## src/memPkg.sv

```systemverilog
package memPkg;

    // issue width, the highest lane index holds the oldest instruction
    localparam int LANES = 2;
    localparam int LANE_BITS = (LANES > 1) ? $clog2(LANES) : 1;

    // kseg1-style uncached window marker
    localparam int UNCACHED_BIT = 29;

    localparam int WORD_BYTES = 4;

    typedef logic [31:0] word_t;
    typedef logic [WORD_BYTES-1:0] strobe_t;
    typedef logic [4:0] dest_t;

    // access width as carried on the data bus
    typedef enum logic [1:0] {
        SIZE_BYTE = 2'd0,
        SIZE_HALF = 2'd1,
        SIZE_WORD = 2'd2
    } msize_t;

    // control-transfer kind coming out of execute
    typedef enum logic [1:0] {
        CT_NONE      = 2'd0,
        CT_EXCEPTION = 2'd1,
        CT_ERET      = 2'd2
    } ctype_t;

    // either kind flushes everything younger in the group
    function automatic logic isTrap(input ctype_t ct);
        return (ct == CT_EXCEPTION) || (ct == CT_ERET);
    endfunction

endpackage

```

## src/storeFormat.sv

```systemverilog
`timescale 1ns/1ns

module storeFormat import memPkg::*; (
    input  logic [1:0] addrLow,
    input  msize_t     size,
    input  word_t      data,
    output word_t      shifted,
    output strobe_t    strobe
);

    // data is replicated into every lane, the strobe picks the live bytes
    always_comb begin
        case (size)
            SIZE_BYTE: begin
                shifted = {4{data[7:0]}};
                strobe = strobe_t'(1) << addrLow;
            end
            SIZE_HALF: begin
                shifted = {2{data[15:0]}};
                // halfword offset from bit 1 only
                if (addrLow[1]) begin
                    strobe = 4'b1100;
                end else begin
                    strobe = 4'b0011;
                end
            end
            default: begin
                shifted = data;
                strobe = 4'b1111;
            end
        endcase
    end

endmodule

```

## src/memLane.sv

```systemverilog
`timescale 1ns/1ns

module memLane import memPkg::*; (
    input  logic    memRead,
    input  logic    memWrite,
    input  msize_t  size,
    input  logic    isUnsigned,
    input  word_t   addr,
    input  word_t   storeData,
    input  word_t   rspData,
    output logic    reqValid,
    output logic    reqWrite,
    output word_t   reqAddr,
    output word_t   reqData,
    output strobe_t reqStrobe,
    output msize_t  reqSize,
    output logic    reqUncached,
    output word_t   result
);

    word_t       shifted;
    strobe_t     strobe;
    logic [7:0]  loadByte;
    logic [15:0] loadHalf;

    storeFormat storeFmt (
        .addrLow (addr[1:0]),
        .size    (size),
        .data    (storeData),
        .shifted (shifted),
        .strobe  (strobe)
    );

    assign reqValid = memRead || memWrite;
    assign reqWrite = memWrite;
    assign reqAddr = addr;
    assign reqSize = size;
    assign reqUncached = addr[UNCACHED_BIT];

    // loads go out with no byte enables
    assign reqData = memWrite ? shifted : '0;
    assign reqStrobe = memWrite ? strobe : '0;

    assign loadByte = rspData[{addr[1:0], 3'b000} +: 8];
    assign loadHalf = addr[1] ? rspData[31:16] : rspData[15:0];

    // non-load lanes pass the alu result through
    always_comb begin
        if (!memRead) begin
            result = addr;
        end else begin
            case (size)
                SIZE_BYTE: result = isUnsigned ? {24'b0, loadByte} : {{24{loadByte[7]}}, loadByte};
                SIZE_HALF: result = isUnsigned ? {16'b0, loadHalf} : {{16{loadHalf[15]}}, loadHalf};
                default:   result = rspData;
            endcase
        end
    end

endmodule

```

## src/entryLatch.sv

```systemverilog
`timescale 1ns/1ns

module entryLatch import memPkg::*; (
    input  logic   clk,
    input  logic   reset,
    input  logic   valid,
    input  logic   memRead [LANES],
    input  logic   memWrite [LANES],
    input  msize_t size [LANES],
    input  logic   isUnsigned [LANES],
    input  word_t  addr [LANES],
    input  word_t  storeData [LANES],
    input  ctype_t ctype [LANES],
    input  logic   regWrite [LANES],
    input  dest_t  dest [LANES],
    input  logic   done,
    output logic   groupValid,
    output logic   laneMemRead [LANES],
    output logic   laneMemWrite [LANES],
    output msize_t laneSize [LANES],
    output logic   laneUnsigned [LANES],
    output word_t  laneAddr [LANES],
    output word_t  laneStoreData [LANES],
    output logic   laneRegWrite [LANES],
    output dest_t  laneDest [LANES],
    output logic   excp
);

    logic             accept;
    logic             anyTrap;
    logic [LANES-1:0] trap;
    logic [LANES-1:0] squash;

    // one group in flight, so a held group blocks the next
    assign accept = valid && !groupValid;

    always_comb begin
        anyTrap = 1'b0;
        for (int i = 0; i < LANES; i++) begin
            trap[i] = isTrap(ctype[i]);
            anyTrap = anyTrap | trap[i];
        end
    end

    // a lane is squashed when any older lane traps
    always_comb begin
        for (int i = 0; i < LANES; i++) begin
            squash[i] = 1'b0;
            for (int j = i + 1; j < LANES; j++) begin
                squash[i] = squash[i] | trap[j];
            end
        end
    end

    always_ff @(posedge clk) begin
        if (reset) begin
            groupValid <= 1'b0;
            excp <= 1'b0;
        end else if (accept) begin
            groupValid <= 1'b1;
            excp <= anyTrap;
        end else if (done) begin
            groupValid <= 1'b0;
            excp <= 1'b0;
        end
    end

    always_ff @(posedge clk) begin
        if (accept) begin
            for (int i = 0; i < LANES; i++) begin
                laneMemRead[i] <= memRead[i] && !squash[i];
                laneMemWrite[i] <= memWrite[i] && !squash[i];
                laneRegWrite[i] <= regWrite[i] && !squash[i];
                laneSize[i] <= size[i];
                laneUnsigned[i] <= isUnsigned[i];
                laneAddr[i] <= addr[i];
                laneStoreData[i] <= storeData[i];
                laneDest[i] <= dest[i];
            end
        end
    end

endmodule

```

## src/dbusSequencer.sv

```systemverilog
`timescale 1ns/1ns

module dbusSequencer import memPkg::*; (
    input  logic    clk,
    input  logic    reset,
    input  logic    groupValid,
    input  logic    reqValid [LANES],
    input  logic    reqWrite [LANES],
    input  word_t   reqAddr [LANES],
    input  word_t   reqData [LANES],
    input  strobe_t reqStrobe [LANES],
    input  msize_t  reqSize [LANES],
    input  logic    reqUncached [LANES],
    input  logic    busDataOk,
    input  word_t   busRdata,
    output logic    busValid,
    output logic    busWrite,
    output word_t   busAddr,
    output word_t   busData,
    output strobe_t busStrobe,
    output msize_t  busSize,
    output logic    busUncached,
    output word_t   rspData [LANES],
    output logic    done,
    output logic    busy,
    output logic    wbValid
);

    // started is low only in the first cycle of a group
    logic                 started;
    logic [LANES-1:0]     pending;
    logic [LANES-1:0]     pendNow;
    logic [LANE_BITS-1:0] lanePtr;
    logic                 complete;

    // fresh group takes its mask straight from the lane requests
    always_comb begin
        for (int i = 0; i < LANES; i++) begin
            pendNow[i] = started ? pending[i] : reqValid[i];
        end
    end

    // oldest lane first, so the highest pending index wins
    always_comb begin
        lanePtr = '0;
        for (int i = 0; i < LANES; i++) begin
            if (pendNow[i]) begin
                lanePtr = LANE_BITS'(i);
            end
        end
    end

    assign busValid = groupValid && (|pendNow);
    assign complete = busValid && busDataOk;

    // nothing left to serve, release the group
    assign done = groupValid && !(|pendNow);
    assign wbValid = done;
    assign busy = groupValid;

    // current lane on the bus, stable while the pointer holds
    assign busWrite = reqWrite[lanePtr];
    assign busAddr = reqAddr[lanePtr];
    assign busData = reqData[lanePtr];
    assign busStrobe = reqStrobe[lanePtr];
    assign busSize = reqSize[lanePtr];
    assign busUncached = reqUncached[lanePtr];

    always_ff @(posedge clk) begin
        if (reset) begin
            started <= 1'b0;
            pending <= '0;
        end else if (done) begin
            started <= 1'b0;
            pending <= '0;
        end else if (groupValid) begin
            started <= 1'b1;
            pending <= pendNow;
            // retire the lane just completed
            if (complete) begin
                pending[lanePtr] <= 1'b0;
            end
        end
    end

    // read data held per lane until writeback
    always_ff @(posedge clk) begin
        if (complete) begin
            rspData[lanePtr] <= busRdata;
        end
    end

endmodule

```

## src/memStage.sv

```systemverilog
`timescale 1ns/1ns

module memStage import memPkg::*; (
    input  logic    clk,
    input  logic    reset,
    input  logic    valid,
    input  logic    memRead [LANES],
    input  logic    memWrite [LANES],
    input  msize_t  size [LANES],
    input  logic    isUnsigned [LANES],
    input  word_t   addr [LANES],
    input  word_t   storeData [LANES],
    input  ctype_t  ctype [LANES],
    input  logic    regWrite [LANES],
    input  dest_t   dest [LANES],
    output logic    busy,
    output logic    busValid,
    output logic    busWrite,
    output word_t   busAddr,
    output word_t   busData,
    output strobe_t busStrobe,
    output msize_t  busSize,
    output logic    busUncached,
    input  logic    busDataOk,
    input  word_t   busRdata,
    output logic    wbValid,
    output logic    wbRegWrite [LANES],
    output dest_t   wbDest [LANES],
    output word_t   wbData [LANES],
    output logic    excp
);

    logic    groupValid;
    logic    done;
    logic    laneMemRead [LANES];
    logic    laneMemWrite [LANES];
    msize_t  laneSize [LANES];
    logic    laneUnsigned [LANES];
    word_t   laneAddr [LANES];
    word_t   laneStoreData [LANES];

    // per-lane requests toward the sequencer
    logic    reqValid [LANES];
    logic    reqWrite [LANES];
    word_t   reqAddr [LANES];
    word_t   reqData [LANES];
    strobe_t reqStrobe [LANES];
    msize_t  reqSize [LANES];
    logic    reqUncached [LANES];
    word_t   rspData [LANES];

    entryLatch latch (
        .clk           (clk),
        .reset         (reset),
        .valid         (valid),
        .memRead       (memRead),
        .memWrite      (memWrite),
        .size          (size),
        .isUnsigned    (isUnsigned),
        .addr          (addr),
        .storeData     (storeData),
        .ctype         (ctype),
        .regWrite      (regWrite),
        .dest          (dest),
        .done          (done),
        .groupValid    (groupValid),
        .laneMemRead   (laneMemRead),
        .laneMemWrite  (laneMemWrite),
        .laneSize      (laneSize),
        .laneUnsigned  (laneUnsigned),
        .laneAddr      (laneAddr),
        .laneStoreData (laneStoreData),
        .laneRegWrite  (wbRegWrite),
        .laneDest      (wbDest),
        .excp          (excp)
    );

    for (genvar i = 0; i < LANES; i++) begin : genLane
        memLane lane (
            .memRead     (laneMemRead[i]),
            .memWrite    (laneMemWrite[i]),
            .size        (laneSize[i]),
            .isUnsigned  (laneUnsigned[i]),
            .addr        (laneAddr[i]),
            .storeData   (laneStoreData[i]),
            .rspData     (rspData[i]),
            .reqValid    (reqValid[i]),
            .reqWrite    (reqWrite[i]),
            .reqAddr     (reqAddr[i]),
            .reqData     (reqData[i]),
            .reqStrobe   (reqStrobe[i]),
            .reqSize     (reqSize[i]),
            .reqUncached (reqUncached[i]),
            .result      (wbData[i])
        );
    end

    dbusSequencer sequencer (
        .clk         (clk),
        .reset       (reset),
        .groupValid  (groupValid),
        .reqValid    (reqValid),
        .reqWrite    (reqWrite),
        .reqAddr     (reqAddr),
        .reqData     (reqData),
        .reqStrobe   (reqStrobe),
        .reqSize     (reqSize),
        .reqUncached (reqUncached),
        .busDataOk   (busDataOk),
        .busRdata    (busRdata),
        .busValid    (busValid),
        .busWrite    (busWrite),
        .busAddr     (busAddr),
        .busData     (busData),
        .busStrobe   (busStrobe),
        .busSize     (busSize),
        .busUncached (busUncached),
        .rspData     (rspData),
        .done        (done),
        .busy        (busy),
        .wbValid     (wbValid)
    );

endmodule

```

## config.mk

```make
export PLATFORM = sky130hd
export DESIGN_NAME = memStage
export DESIGN_NICKNAME = d
export VERILOG_FILES = /design/src/memPkg.sv /design/src/storeFormat.sv /design/src/memLane.sv /design/src/entryLatch.sv /design/src/dbusSequencer.sv /design/src/memStage.sv
export SDC_FILE = /design/constraint.sdc
export NUM_CORES = 1
export LEC_CHECK = 0
export BUFFER_PORTS_ARGS = -buffer_cell sky130_fd_sc_hd__buf_2
export CORE_MARGIN = 1.5
export CORE_UTILIZATION = 40
export CTS_CLUSTER_DIAMETER = 80
export CTS_CLUSTER_SIZE = 14
export DETAILED_ROUTE_END_ITERATION = 10
export PLACE_DENSITY = 0.69
export SLEW_MARGIN = 20
export SYNTH_ARGS = -nofsm -noshare
export SYNTH_HDL_FRONTEND = slang
export SYNTH_SLANG_ARGS = --single-unit
```

## constraint.sdc

```tcl
create_clock -name clk -period 10.2 [get_ports clk]
set_clock_uncertainty 0.1 [all_clocks]
set_input_delay 1.02 -clock clk [delete_from_list [all_inputs] [get_ports clk]]
set_output_delay 1.02 -clock clk [all_outputs]
set_load 0.02 [all_outputs]
```

## Yosys cells after proc, flatten, opt, wreduce, memory -nomap -nowiden

Cells that the tools add are included.

- Logic and storage cells: 111
- Input bits: 190
- RAM bits: 0
- Register bits: 219
- Output and inout bits: 152
- Latch bits: 0
- Bits in read-only memories: 0
- Memories: 0

- Bitwise logic cells: 4
- $add $sub $neg: 0
- Divide/modulo/power cells: 0
- Multiplexer cells: 50
- Shifts and indexed selects: 4
- Reductions and logical operators: 21
- Multipliers: 0
- Magnitude comparators: 4
- Equality and inequality tests: 6

Operators with widths:

| kind | number |
|---|---|
| 2-to-1 mux 32 bit | 15 |
| case mux 32 bit (2 select lines) | 4 |
| bitwise mux 64 bit | 1 |
| indexed part select 32 x 6 -> 8 bit | 2 |
| demux 32 bit (select 1 bit) | 1 |
| 2-to-1 mux 16 bit | 2 |
| 2-to-1 mux 4 bit | 7 |
| case mux 4 bit (2 select lines) | 2 |
| 2-to-1 mux 1 bit | 13 |
| logical AND 1 bit | 9 |
| == test 2 x 1 -> 1 bit, second input constant | 4 |
| 2-to-1 mux 2 bit | 4 |
| left shift 1 x 2 -> 4 bit, first input constant | 2 |
| == test 2 bit, second input constant | 2 |
| logical NOT 2 bit | 2 |
| logical OR 1 bit | 4 |
| OR reduction 2 bit | 2 |
| logical NOT 1 bit | 3 |
| bitwise AND 2 bit | 1 |
| >= comparator 2 bit, second input constant | 1 |
| less-than comparator 1 x 2 -> 1 bit, second input constant | 1 |
| less-than comparator 2 x 1 -> 1 bit, second input constant | 1 |
| inverter 1 -> 2 bit | 1 |
| inverter 2 bit | 1 |
| other kinds (4) | 4 |

## Longest topological paths before layout

Gate-level depths: netlist (run 1).

- Depth in word-level cells: 10
- Depth in mapped cells: 7
- Mapped depth without buffers: 4

## Hierarchy

From an unflattened synthesis (run 1), not the netlist that was laid out.

- Cells, all modules: 1,049
- Area total of the unflattened synthesis: 11,677.4 um^2

By module, submodules not included:

| module | seq. area each (um^2) | cells each | times used | area an instance (um^2) |
|---|---|---|---|---|
| entryLatch | 4,544.4 | 163 | 1 | 4,633.2 |
| dbusSequencer | 1,981.9 | 320 | 1 | 3,052.9 |
| memLane | 0.0 | 223 | 2 | 1,463.9 |
| storeFormat | 0.0 | 60 | 2 | 531.8 |

## Worst setup path after synthesis (run 1)

OpenSTA, ideal clock, no wires.

- Kind: input -> register
- From: input valid
- To: register latch.laneAddr[0] (netlist bit) (enable)
- Data required time: 9.424 ns
- Stages on the path: 1
- Data arrival time: 7.508 ns
- Setup time: 0.676 ns
- Slack: 1.916 ns
- Cell sequence: nor2b_1

- Word-level cells in the longest chain between the ends: 1

RTL lines:

| item | line | RTL |
|---|---|---|
| start, declared | memStage.sv:6 | `input logic valid,` |
| logical AND 1 bit | entryLatch.sv:35 | `assign accept = valid && !groupValid;` |
| end signal, assigned by index | entryLatch.sv:76 | `laneAddr[i] <= addr[i];` |
| end, declared | entryLatch.sv:22 | `output word_t laneAddr [LANES],` |

No other way between the ends.
A chain may end at the register's enable or synchronous reset.

==> out/summary.log, run 1 <==
qor: grt.grt_use_total 23.7%
qor: setup_path.reg2reg_depth 3
qor: timing.slew_viol_final 0
qor: grt.grt.busiest_layer met2
qor: min_path.number_of_cells_on_the_worst_hold_path 2
qor: clock_tree.clockRootBuffer clkbuf_16
qor: setup_path.path_class reg2out
qor: setup_path.critical-path-top-delay-family flip-flops
qor: outcome.status finished, final reports clean
qor: setup_path.end_kind output pin
qor: setup_path.worst-endpoint-required 9.08 ns
qor: power_and_ir_drop.total_switching_power 0.612 mW
qor: final_layout.post_route_cells_drive_above_1_share 38.0%
qor: setup_path.cp_max_fo 29
qor: synthesis.post_synth_inst_count 821
qor: final_layout.post_layout_nonfiller_instances 1,468
qor: synthesis.synth_nets 1,011
qor: power_and_ir_drop.irDropWorstVdd 170 µV
qor: synthesis.synth_cell_type_count 52
qor: power_and_ir_drop.seq_power_share 50.3%
qor: synthesis.synth.yosys.warnings 0
qor: synthesis.avgSynthCellArea 12.6 µm²
qor: grt.grtUsageMet3 5.25%
qor: routing.first_pass_iters 6
qor: grt.globalRoute.totalOverflow 0
qor: synthesis.async_reset_ff_share 0%
qor: min_path.timing.hold.worst.class reg2reg
qor: synthesis.synth-main-ff-cell edfxtp_1
qor: final_layout.num-nets-final 1,319
qor: power_and_ir_drop.p_comb_share 19.4%
qor: die.core_footprint 25,300 µm²
qor: synthesis.netlist.area_leader.share 62.0%
qor: grt.global_routing_usage_on_met1 28.7%
qor: routing.wl_per_cell 22.6 µm
qor: place.setup_slack_placement 5.99 ns
qor: setup_path.setup.worst_path.start_class flip-flop
qor: run.max-cap-violations 0
qor: setup_path.rrSetupSlack 7.34 ns
qor: setup_path.crit_path_max_incr_delay 1.02 ns
qor: timing.totalNegativeSetupSlack 0 ns
qor: grt.grt_first_pass_wirelength 46,800 µm
qor: place.dpl_cell_area 12,300 µm²
qor: timing.report.final.setup_viol 0
qor: min_path.startpoint_of_the_most_critical_hold_path sequencer.pending[1]$_SDFFE_PP0P_
qor: clock_tree.htree_levels 1
qor: power_and_ir_drop.switching_part_of_the_total 28.5%
qor: clock_tree.numClockSinks 219
qor: grt.grt_start_max_net_pins 71
qor: setup_path.rr_startpoint latch.groupValid$_SDFFE_PP0P_
qor: die.chipWidth 164 µm
qor: die.die_h 164 µm
qor: timing.unrepaired_setup_endpoints_after_global_routing false
qor: routing.totalWireLength 33,200 µm
qor: routing.post_drt_via_cell_ratio 5.58
qor: synthesis.yosysSeqAreaShare 62.9%
qor: routing.drc_errors 0
qor: synthesis.number_of_enable_type_register_cells_in_the_synthesized_netlist 214
qor: place.port_buffers 341
qor: timing.worstMarginPinSlew 1.06 ns
qor: clock_tree.clock_tree_from_tritoncts built
qor: final_layout.post-route-cell-area 12,800 µm²
qor: place.gp_routability_congestion 0.889
qor: timing.max-slew-margin-rel 28.9%
qor: place.place_hpwl 23,900 µm
qor: min_path.hold_path_end sequencer.pending[1]$_SDFFE_PP0P_
qor: power_and_ir_drop.clock_power_share 30.4%
qor: clock_tree.cts_resized 0
qor: die.dieArea 26,900 µm²
qor: die.floorplan.initialDensity 41.0%
qor: clock_tree.post_cts_hold_fix_bufs 0
qor: clock_tree.insertion_delay 0.49 ns
qor: setup_path.critical_path_buf_inv_count 1
qor: power_and_ir_drop.power.total 2.15 mW
qor: grt.met2_track_demand_over_resource 41.7%
qor: grt.vias_in_the_first_global_route 7,758
qor: clock_tree.ctsLongestPathBuffers 3
qor: setup_path.cp.arrival 3.40 ns
qor: final_layout.fillCellCount 2,249
qor: die.std_cell_rows 58
qor: setup_path.crit_path_top_delay_cell edfxtp_1
qor: routing.detail_route.iter0.violations 618
qor: clock_tree.cts_setup_buffers 0
qor: routing.overall_via_count_from_detail_route 8,186
qor: synthesis.syn_area 10,400 µm²
qor: final_layout.mostFrequentLayoutCells buf_2, edfxtp_1, a21oi_1
qor: power_and_ir_drop.cellPowerDensity 167 nW/µm²
qor: final_layout.layout-area-overhead-vs-synth 23.8%
qor: timing.timing.final.crit_share 44.3%
qor: synthesis.post_synth_main_area_contributors edfxtp_1, mux2i_1, mux2_2
qor: setup_path.timing.critical_path.cells nand2b_1, o32a_1, and3_1, a211oi_1, buf_2
qor: timing.final.min_clock_period 4.52 ns
qor: grt.number_of_antenna_violations_at_the_first_check_in_global_routing 4
qor: timing.post-route-worst-setup-slack 5.68 ns
qor: power_and_ir_drop.p_leak 5.15 nW
qor: clock_tree.clkTransAtPathRegs 0.07 ns
qor: synthesis.post-synth-top-area-cell edfxtp_1
qor: synthesis.synth_seq_cells 219
qor: final_layout.final_common_cell buf_2
qor: timing.finalHoldViolCount 0
qor: clock_tree.cts_buffers 19
qor: die.ioPinCount 342
qor: power_and_ir_drop.power.internal 1.54 mW
qor: place.placedCellCount 1,437
qor: setup_path.r2r_end latch.laneAddr[14]$_DFFE_PP_
qor: routing.ant_nets 0
qor: timing.maxClockFrequency 0.221 GHz
[synth_stat cells, types with 8 or more instances]
cell	n
nand2_1	53
o22ai_1	39
nor2_1	58
a41oi_1	8
mux2i_1	64
nand2b_1	13
buf_2	9
a21o_1	11
edfxtp_1	214
o21ai_0	39
nor2b_1	9
mux2_2	38
nand3_1	20
buf_1	9
a221oi_1	10
a21oi_1	68
a22o_1	8
clkbuf_1	45
a211oi_2	10
a31oi_1	16
[routing by layer]
layer / wire length (µm) / vias to the layer above / part of all wire [%]
met5: 13 / - / 0.039
met4: 1060 / 2 / 3.2
li1: - / 3783 / -
met2: 16400 / 434 / 49
met3: 2920 / 53 / 8.8
met1: 12800 / 3914 / 39
[worst register-to-register path: cells and delay by family, from the launching register on]
kind / cells / cell delay (ns)
and+or+nand+nor: 1 / 0.48
DFF: 1 / 0.44
buffers and inverters: 2 / 1.38
[cell families after synthesis]
| kind of cell | share of synthesized area [%] |
|---|---|
| and+or+nand+nor | 8.97 |
| DFF | 62.9 |
| buffers and inverters | 3.16 |
| xor gates and xnor gates | 0.169 |
| AOI/OAI and AO/OA | 14.5 |
| muxes | 10.3 |
[worst max-delay path by stage]
| stage | startpoint | endpoint | slack, ns | depth (start not counted) |
|---|---|---|---|---|
| after detailed placement | valid | latch.laneAddr[32]$_DFFE_PP_ | 5.99 | 4 |
| after floorplan | valid | latch.laneAddr[0]$_DFFE_PP_ | 1.92 | 1 |
| after CTS | latch.laneAddr[1]$_DFFE_PP_ | wbData[30] | 5.71 | 5 |
| after global routing | latch.laneAddr[1]$_DFFE_PP_ | wbData[30] | 5.55 | 5 |
| final | latch.laneAddr[1]$_DFFE_PP_ | wbData[30] | 5.68 | 5 |
| after global placement | valid | latch.laneAddr[32]$_DFFE_PP_ | 6.19 | 4 |
[through the flow]
step | hold WS [ns] | util (%)
after CTS | 0.383 | 50.6
after global routing | 0.403 | 50.7
after detailed placement | 0.371 | 48.6
final | 0.378 | 50.7
after global placement | 0.359 | 48.6
after floorplan | 0.335 | -
[power groups by stage]
| stage | Sequential, mW | Clock (mW) | Combinational [mW] |
|---|---|---|---|
| 2_1_floorplan | 1.09 | 0 | 0.261 |
| 3_3_place_gp | 1.10 | 0 | 0.410 |
| 3_5_place_dp | 1.10 | 0 | 0.414 |
| 4_1_cts | 1.08 | 0.668 | 0.416 |
| 5_1_grt | 1.08 | 0.696 | 0.446 |
| 6_report | 1.08 | 0.653 | 0.416 |
[registers in the layout (all words and copies together) (netlist names)]
register,cells
latch.laneMemRead,2
latch.groupValid,1
latch.laneMemWrite,2
sequencer.started,1
latch.laneAddr,64
latch.excp,1
latch.laneUnsigned,2
latch.laneDest,10
latch.laneRegWrite,2
latch.laneStoreData,64
latch.laneSize,4
sequencer.rspData,64
sequencer.pending,2
[area by class of cell]
class	count	area, µm²	share of cell area (%)
Sequential cell	219	6530	50.8
Multi-Input combinational cell	527	3530	27.5
Timing Repair Buffer	356	1830	14.3
Clock buffer	25	498	3.88
Tap cell	330	413	3.21
Inverter	6	22.5	0.175
Antenna cell	4	10.0	0.0779
Clock inverter	1	7.51	0.0585
Power figures use the tool's default switching activity.
==> inputs of run 2 (changes only) <==
Settings changed: ABC_AREA set to 1, PLACE_DENSITY 0.69 to 0.71.
Clock period 10.2 ns to 4 ns, I/O delays scaled along.
==> run 2 against run 1 <==
  * Non-clock buffer count is 175 higher
  * Via count is 21% higher
  * Sequential power grew to 2.6 times the previous value
  * Synthesized cell count is 28% higher
  * Register-to-register slack worse by 5.9 ns
  * Cell count is 28% higher
  * Sequential share of layout area is 6.4 points lower
  * Largest power group unchanged
  * Critical endpoint is now wbData[7]
  * First-iteration DRC count is 77% higher
  * Highest routed layer is now met4
  * Global-route usage is 3.1 points higher
==> out/summary.log, run 2 <==
qor: setup_path.path_class reg2out
qor: clock_tree.cts_setup_buffers 0
qor: synthesis.post_synth_main_area_contributors edfxtp_1, nand2_1, inv_1
qor: die.dieArea 27,100 µm²
qor: setup_path.end_kind output pin
qor: routing.post_drt_via_cell_ratio 5.27
qor: final_layout.layout-area-overhead-vs-synth 40.7%
qor: final_layout.post_route_cells_drive_above_1_share 28.0%
qor: setup_path.timing.critical_path.cells inv_2, nand2_2, nor2_2, nand2_1, nand3_1, nand2_1, nand2_1, buf_2
qor: power_and_ir_drop.irDropWorstVdd 317 µV
qor: timing.worstMarginPinSlew 1.08 ns
qor: clock_tree.numClockSinks 219
qor: setup_path.worst-endpoint-required 3.50 ns
qor: synthesis.async_reset_ff_share 0%
qor: clock_tree.clockRootBuffer clkbuf_16
qor: routing.ant_nets 0
qor: setup_path.cp_common_cell nand2_1
qor: setup_path.rr_startpoint latch.laneMemRead[0]$_DFFE_PP_
qor: grt.vias_in_the_first_global_route 9,808
qor: timing.finalHoldViolCount 0
qor: power_and_ir_drop.seq_power_share 46.1%
qor: die.floorplan.initialDensity 41.2%
qor: timing.max-slew-margin-rel 27.9%
qor: clock_tree.clkTransAtPathRegs 0.07 ns
qor: place.port_buffers 341
qor: die.chipWidth 165 µm
qor: synthesis.synthTopCellsByCount nand2_1, edfxtp_1, inv_1, o21ai_0, nand3_1
qor: power_and_ir_drop.p_comb_share 25.0%
qor: final_layout.num-nets-final 1,737
qor: clock_tree.insertion_delay 0.51 ns
qor: die.die_h 165 µm
qor: synthesis.number_of_enable_type_register_cells_in_the_synthesized_netlist 214
qor: timing.fin_hold_ws 0.110 ns
qor: clock_tree.cts_buffers 19
qor: setup_path.r2r_end sequencer.rspData[0]$_DFFE_PP_
qor: synthesis.post-synth-top-count-cell nand2_1
qor: final_layout.insertedDiodeCount 0
qor: routing.totalWireLength 37,100 µm
qor: timing.slew_viol_final 0
qor: timing.maxClockFrequency 0.285 GHz
qor: grt.grt_use_total 26.8%
qor: grt.grt_first_pass_wirelength 54,700 µm
qor: die.ioPinCount 342
qor: final_layout.final_common_cell buf_2
qor: power_and_ir_drop.power.internal 4.17 mW
qor: clock_tree.ctsLongestPathBuffers 3
qor: setup_path.reg2reg_depth 7
qor: final_layout.finalCoreUtilization 57.9%
qor: timing.report.final.setup_viol 0
qor: final_layout.fillCellCount 2,145
qor: outcome.status finished, final reports clean
qor: clock_tree.clock_tree_from_tritoncts built
qor: power_and_ir_drop.p_leak 6.60 nW
qor: final_layout.largestRegisters latch.laneAddr x64, latch.laneStoreData x64, sequencer.rspData x64
qor: routing.drc_errors 0
qor: place.place_hpwl 24,700 µm
qor: min_path.timing.hold.worst.class in2reg
qor: place.setup_slack_placement 1.08 ns
qor: synthesis.avgSynthCellArea 9.97 µm²
qor: setup_path.critical-path-top-delay-family simple AND/OR/NAND/NOR gates
qor: synthesis.synth_cell_type_count 35
qor: timing.unrepaired_setup_endpoints_after_global_routing false
qor: grt.number_of_antenna_violations_at_the_first_check_in_global_routing 0
qor: setup_path.cp.arrival 3.01 ns
qor: setup_path.setup.worst_path.start_class flip-flop
qor: timing.post-route-worst-setup-slack 0.490 ns
qor: setup_path.rrSetupSlack 1.46 ns
qor: grt.grt_start_max_net_pins 67
qor: power_and_ir_drop.total_switching_power 1.89 mW
qor: timing.totalNegativeSetupSlack 0 ns
qor: synthesis.syn_area 10,500 µm²
qor: grt.globalRoute.totalOverflow 0
qor: power_and_ir_drop.clock_power_share 28.9%
qor: final_layout.mostFrequentLayoutCells buf_2, nand2_1, edfxtp_1
qor: setup_path.timing.critical_path.depth 8
qor: synthesis.synth.yosys.warnings 0
qor: synthesis.synth_nets 1,238
qor: synthesis.yosysSeqAreaShare 62.4%
qor: setup_path.crit_path_max_incr_delay 0.68 ns
qor: power_and_ir_drop.cellPowerDensity 412 nW/µm²
qor: min_path.number_of_cells_on_the_worst_hold_path 3
qor: die.std_cell_rows 58
qor: run.max-cap-violations 0
qor: routing.wl_per_cell 19.7 µm
qor: routing.detail_route.iter0.violations 1,096
qor: synthesis.post_synth_inst_count 1,048
qor: clock_tree.htree_levels 1
qor: min_path.startpoint_of_the_most_critical_hold_path memRead[1]
qor: power_and_ir_drop.switching_part_of_the_total 31.2%
qor: setup_path.cp_max_fo 19
qor: setup_path.critical_path_buf_inv_count 2
qor: routing.first_pass_iters 5
qor: routing.overall_via_count_from_detail_route 9,916
qor: place.gp_routability_congestion 0.908
qor: setup_path.crit_path_top_delay_cell edfxtp_1
qor: synthesis.synth-main-ff-cell edfxtp_1
qor: synthesis.netlist.area_leader.share 61.5%
qor: timing.final.min_clock_period 3.51 ns
qor: synthesis.post-synth-top-area-cell edfxtp_1
qor: min_path.hold_path_end latch.laneMemRead[1]$_DFFE_PP_
qor: synthesis.synth_seq_cells 219
qor: die.core_footprint 25,400 µm²
qor: timing.timing.final.crit_share 87.7%
[run 2: changes by cell type in the layout (fill, tap and decap cells not counted), sizes merged, moves of 11 or more]
cell | previous run | this run
nand2b | 13 | 0
or2 | 2 | 23
nand2 | 53 | 244
o21ai | 39 | 95
inv | 6 | 140
nand3 | 20 | 87
mux2i | 64 | 0
a31oi | 16 | 0
o221ai | 0 | 16
dlygate4sd3 | 0 | 180
a211oi | 16 | 0
mux2 | 38 | 0
nor2 | 60 | 71
a21o | 11 | 0
[run 2: power by group through the flow]
stage	Combinational, mW	Sequential (mW)	Clock [mW]
after global routing	1.62	2.81	1.85
after floorplan	0.837	2.83	0
after global placement	1.33	2.83	0
after CTS	1.49	2.79	1.79
final	1.51	2.79	1.75
after detailed placement	1.34	2.84	0
[run 2: worst max path at each step]
| stage | start | to |
|---|---|---|
| floorplan | latch.groupValid$_SDFFE_PP0P_ | latch.laneAddr[0]$_DFFE_PP_ |
| global placement | latch.laneSize[1]$_DFFE_PP_ | wbData[7] |
| detailed placement | latch.laneSize[1]$_DFFE_PP_ | wbData[7] |
| CTS | latch.laneSize[1]$_DFFE_PP_ | wbData[7] |
| global route | latch.laneSize[1]$_DFFE_PP_ | wbData[7] |
| finish | latch.laneSize[1]$_DFFE_PP_ | wbData[7] |
[run 2: layout make-up]
type	instances	area [µm²]	area share, %
inverters	141	536	3.64
repair buffers	531	3580	24.4
multi-input cells	635	3110	21.1
flip-flops and latches	219	6530	44.4
clock inverters	2	38.8	0.264
well taps	330	413	2.81
clock buffers	25	498	3.39
[run 2: per-layer routing]
layer  track usage [%]  up-vias  share of wire (%)
met5                 0        -                  0
met4              10.8        0                3.9
met3              5.20       97                9.3
met2              42.9      604                 47
met1              35.8     4654                 40
li1                  -     4561                  -
[run 2: cells by family after synthesis]
family	synth area share, %
buf+inv	7.97
flops	62.4
simple gates	18.5
compound gates	10.9
xor+xnor	0.168
[run 2: worst reg2reg max path, cell delays in order, from the launching register on]
cell and delay, ns:
edfxtp_1 0.32, buf_4 0.27, inv_2 0.08, nand2_2 0.09, nand2_4 0.16, inv_1 0.17
nand2_1 0.12, nor2_4 0.82
[run 2: stage by stage]
step,cell area (µm²),instances,power [mW]
6_report,14700,1883,6.06
5_1_grt,14700,1883,6.28
4_1_cts,14700,1882,6.07
3_5_place_dp,12400,1676,4.18
3_3_place_gp,12400,1676,4.16
2_1_floorplan,10500,1048,3.66
[run 2: what timing repair did]
action	4_1_cts	5_1_grt
hold buffers	179	1
setup endpoints to repair	0	0
hold endpoints to repair	211	1
resized for setup	0	0
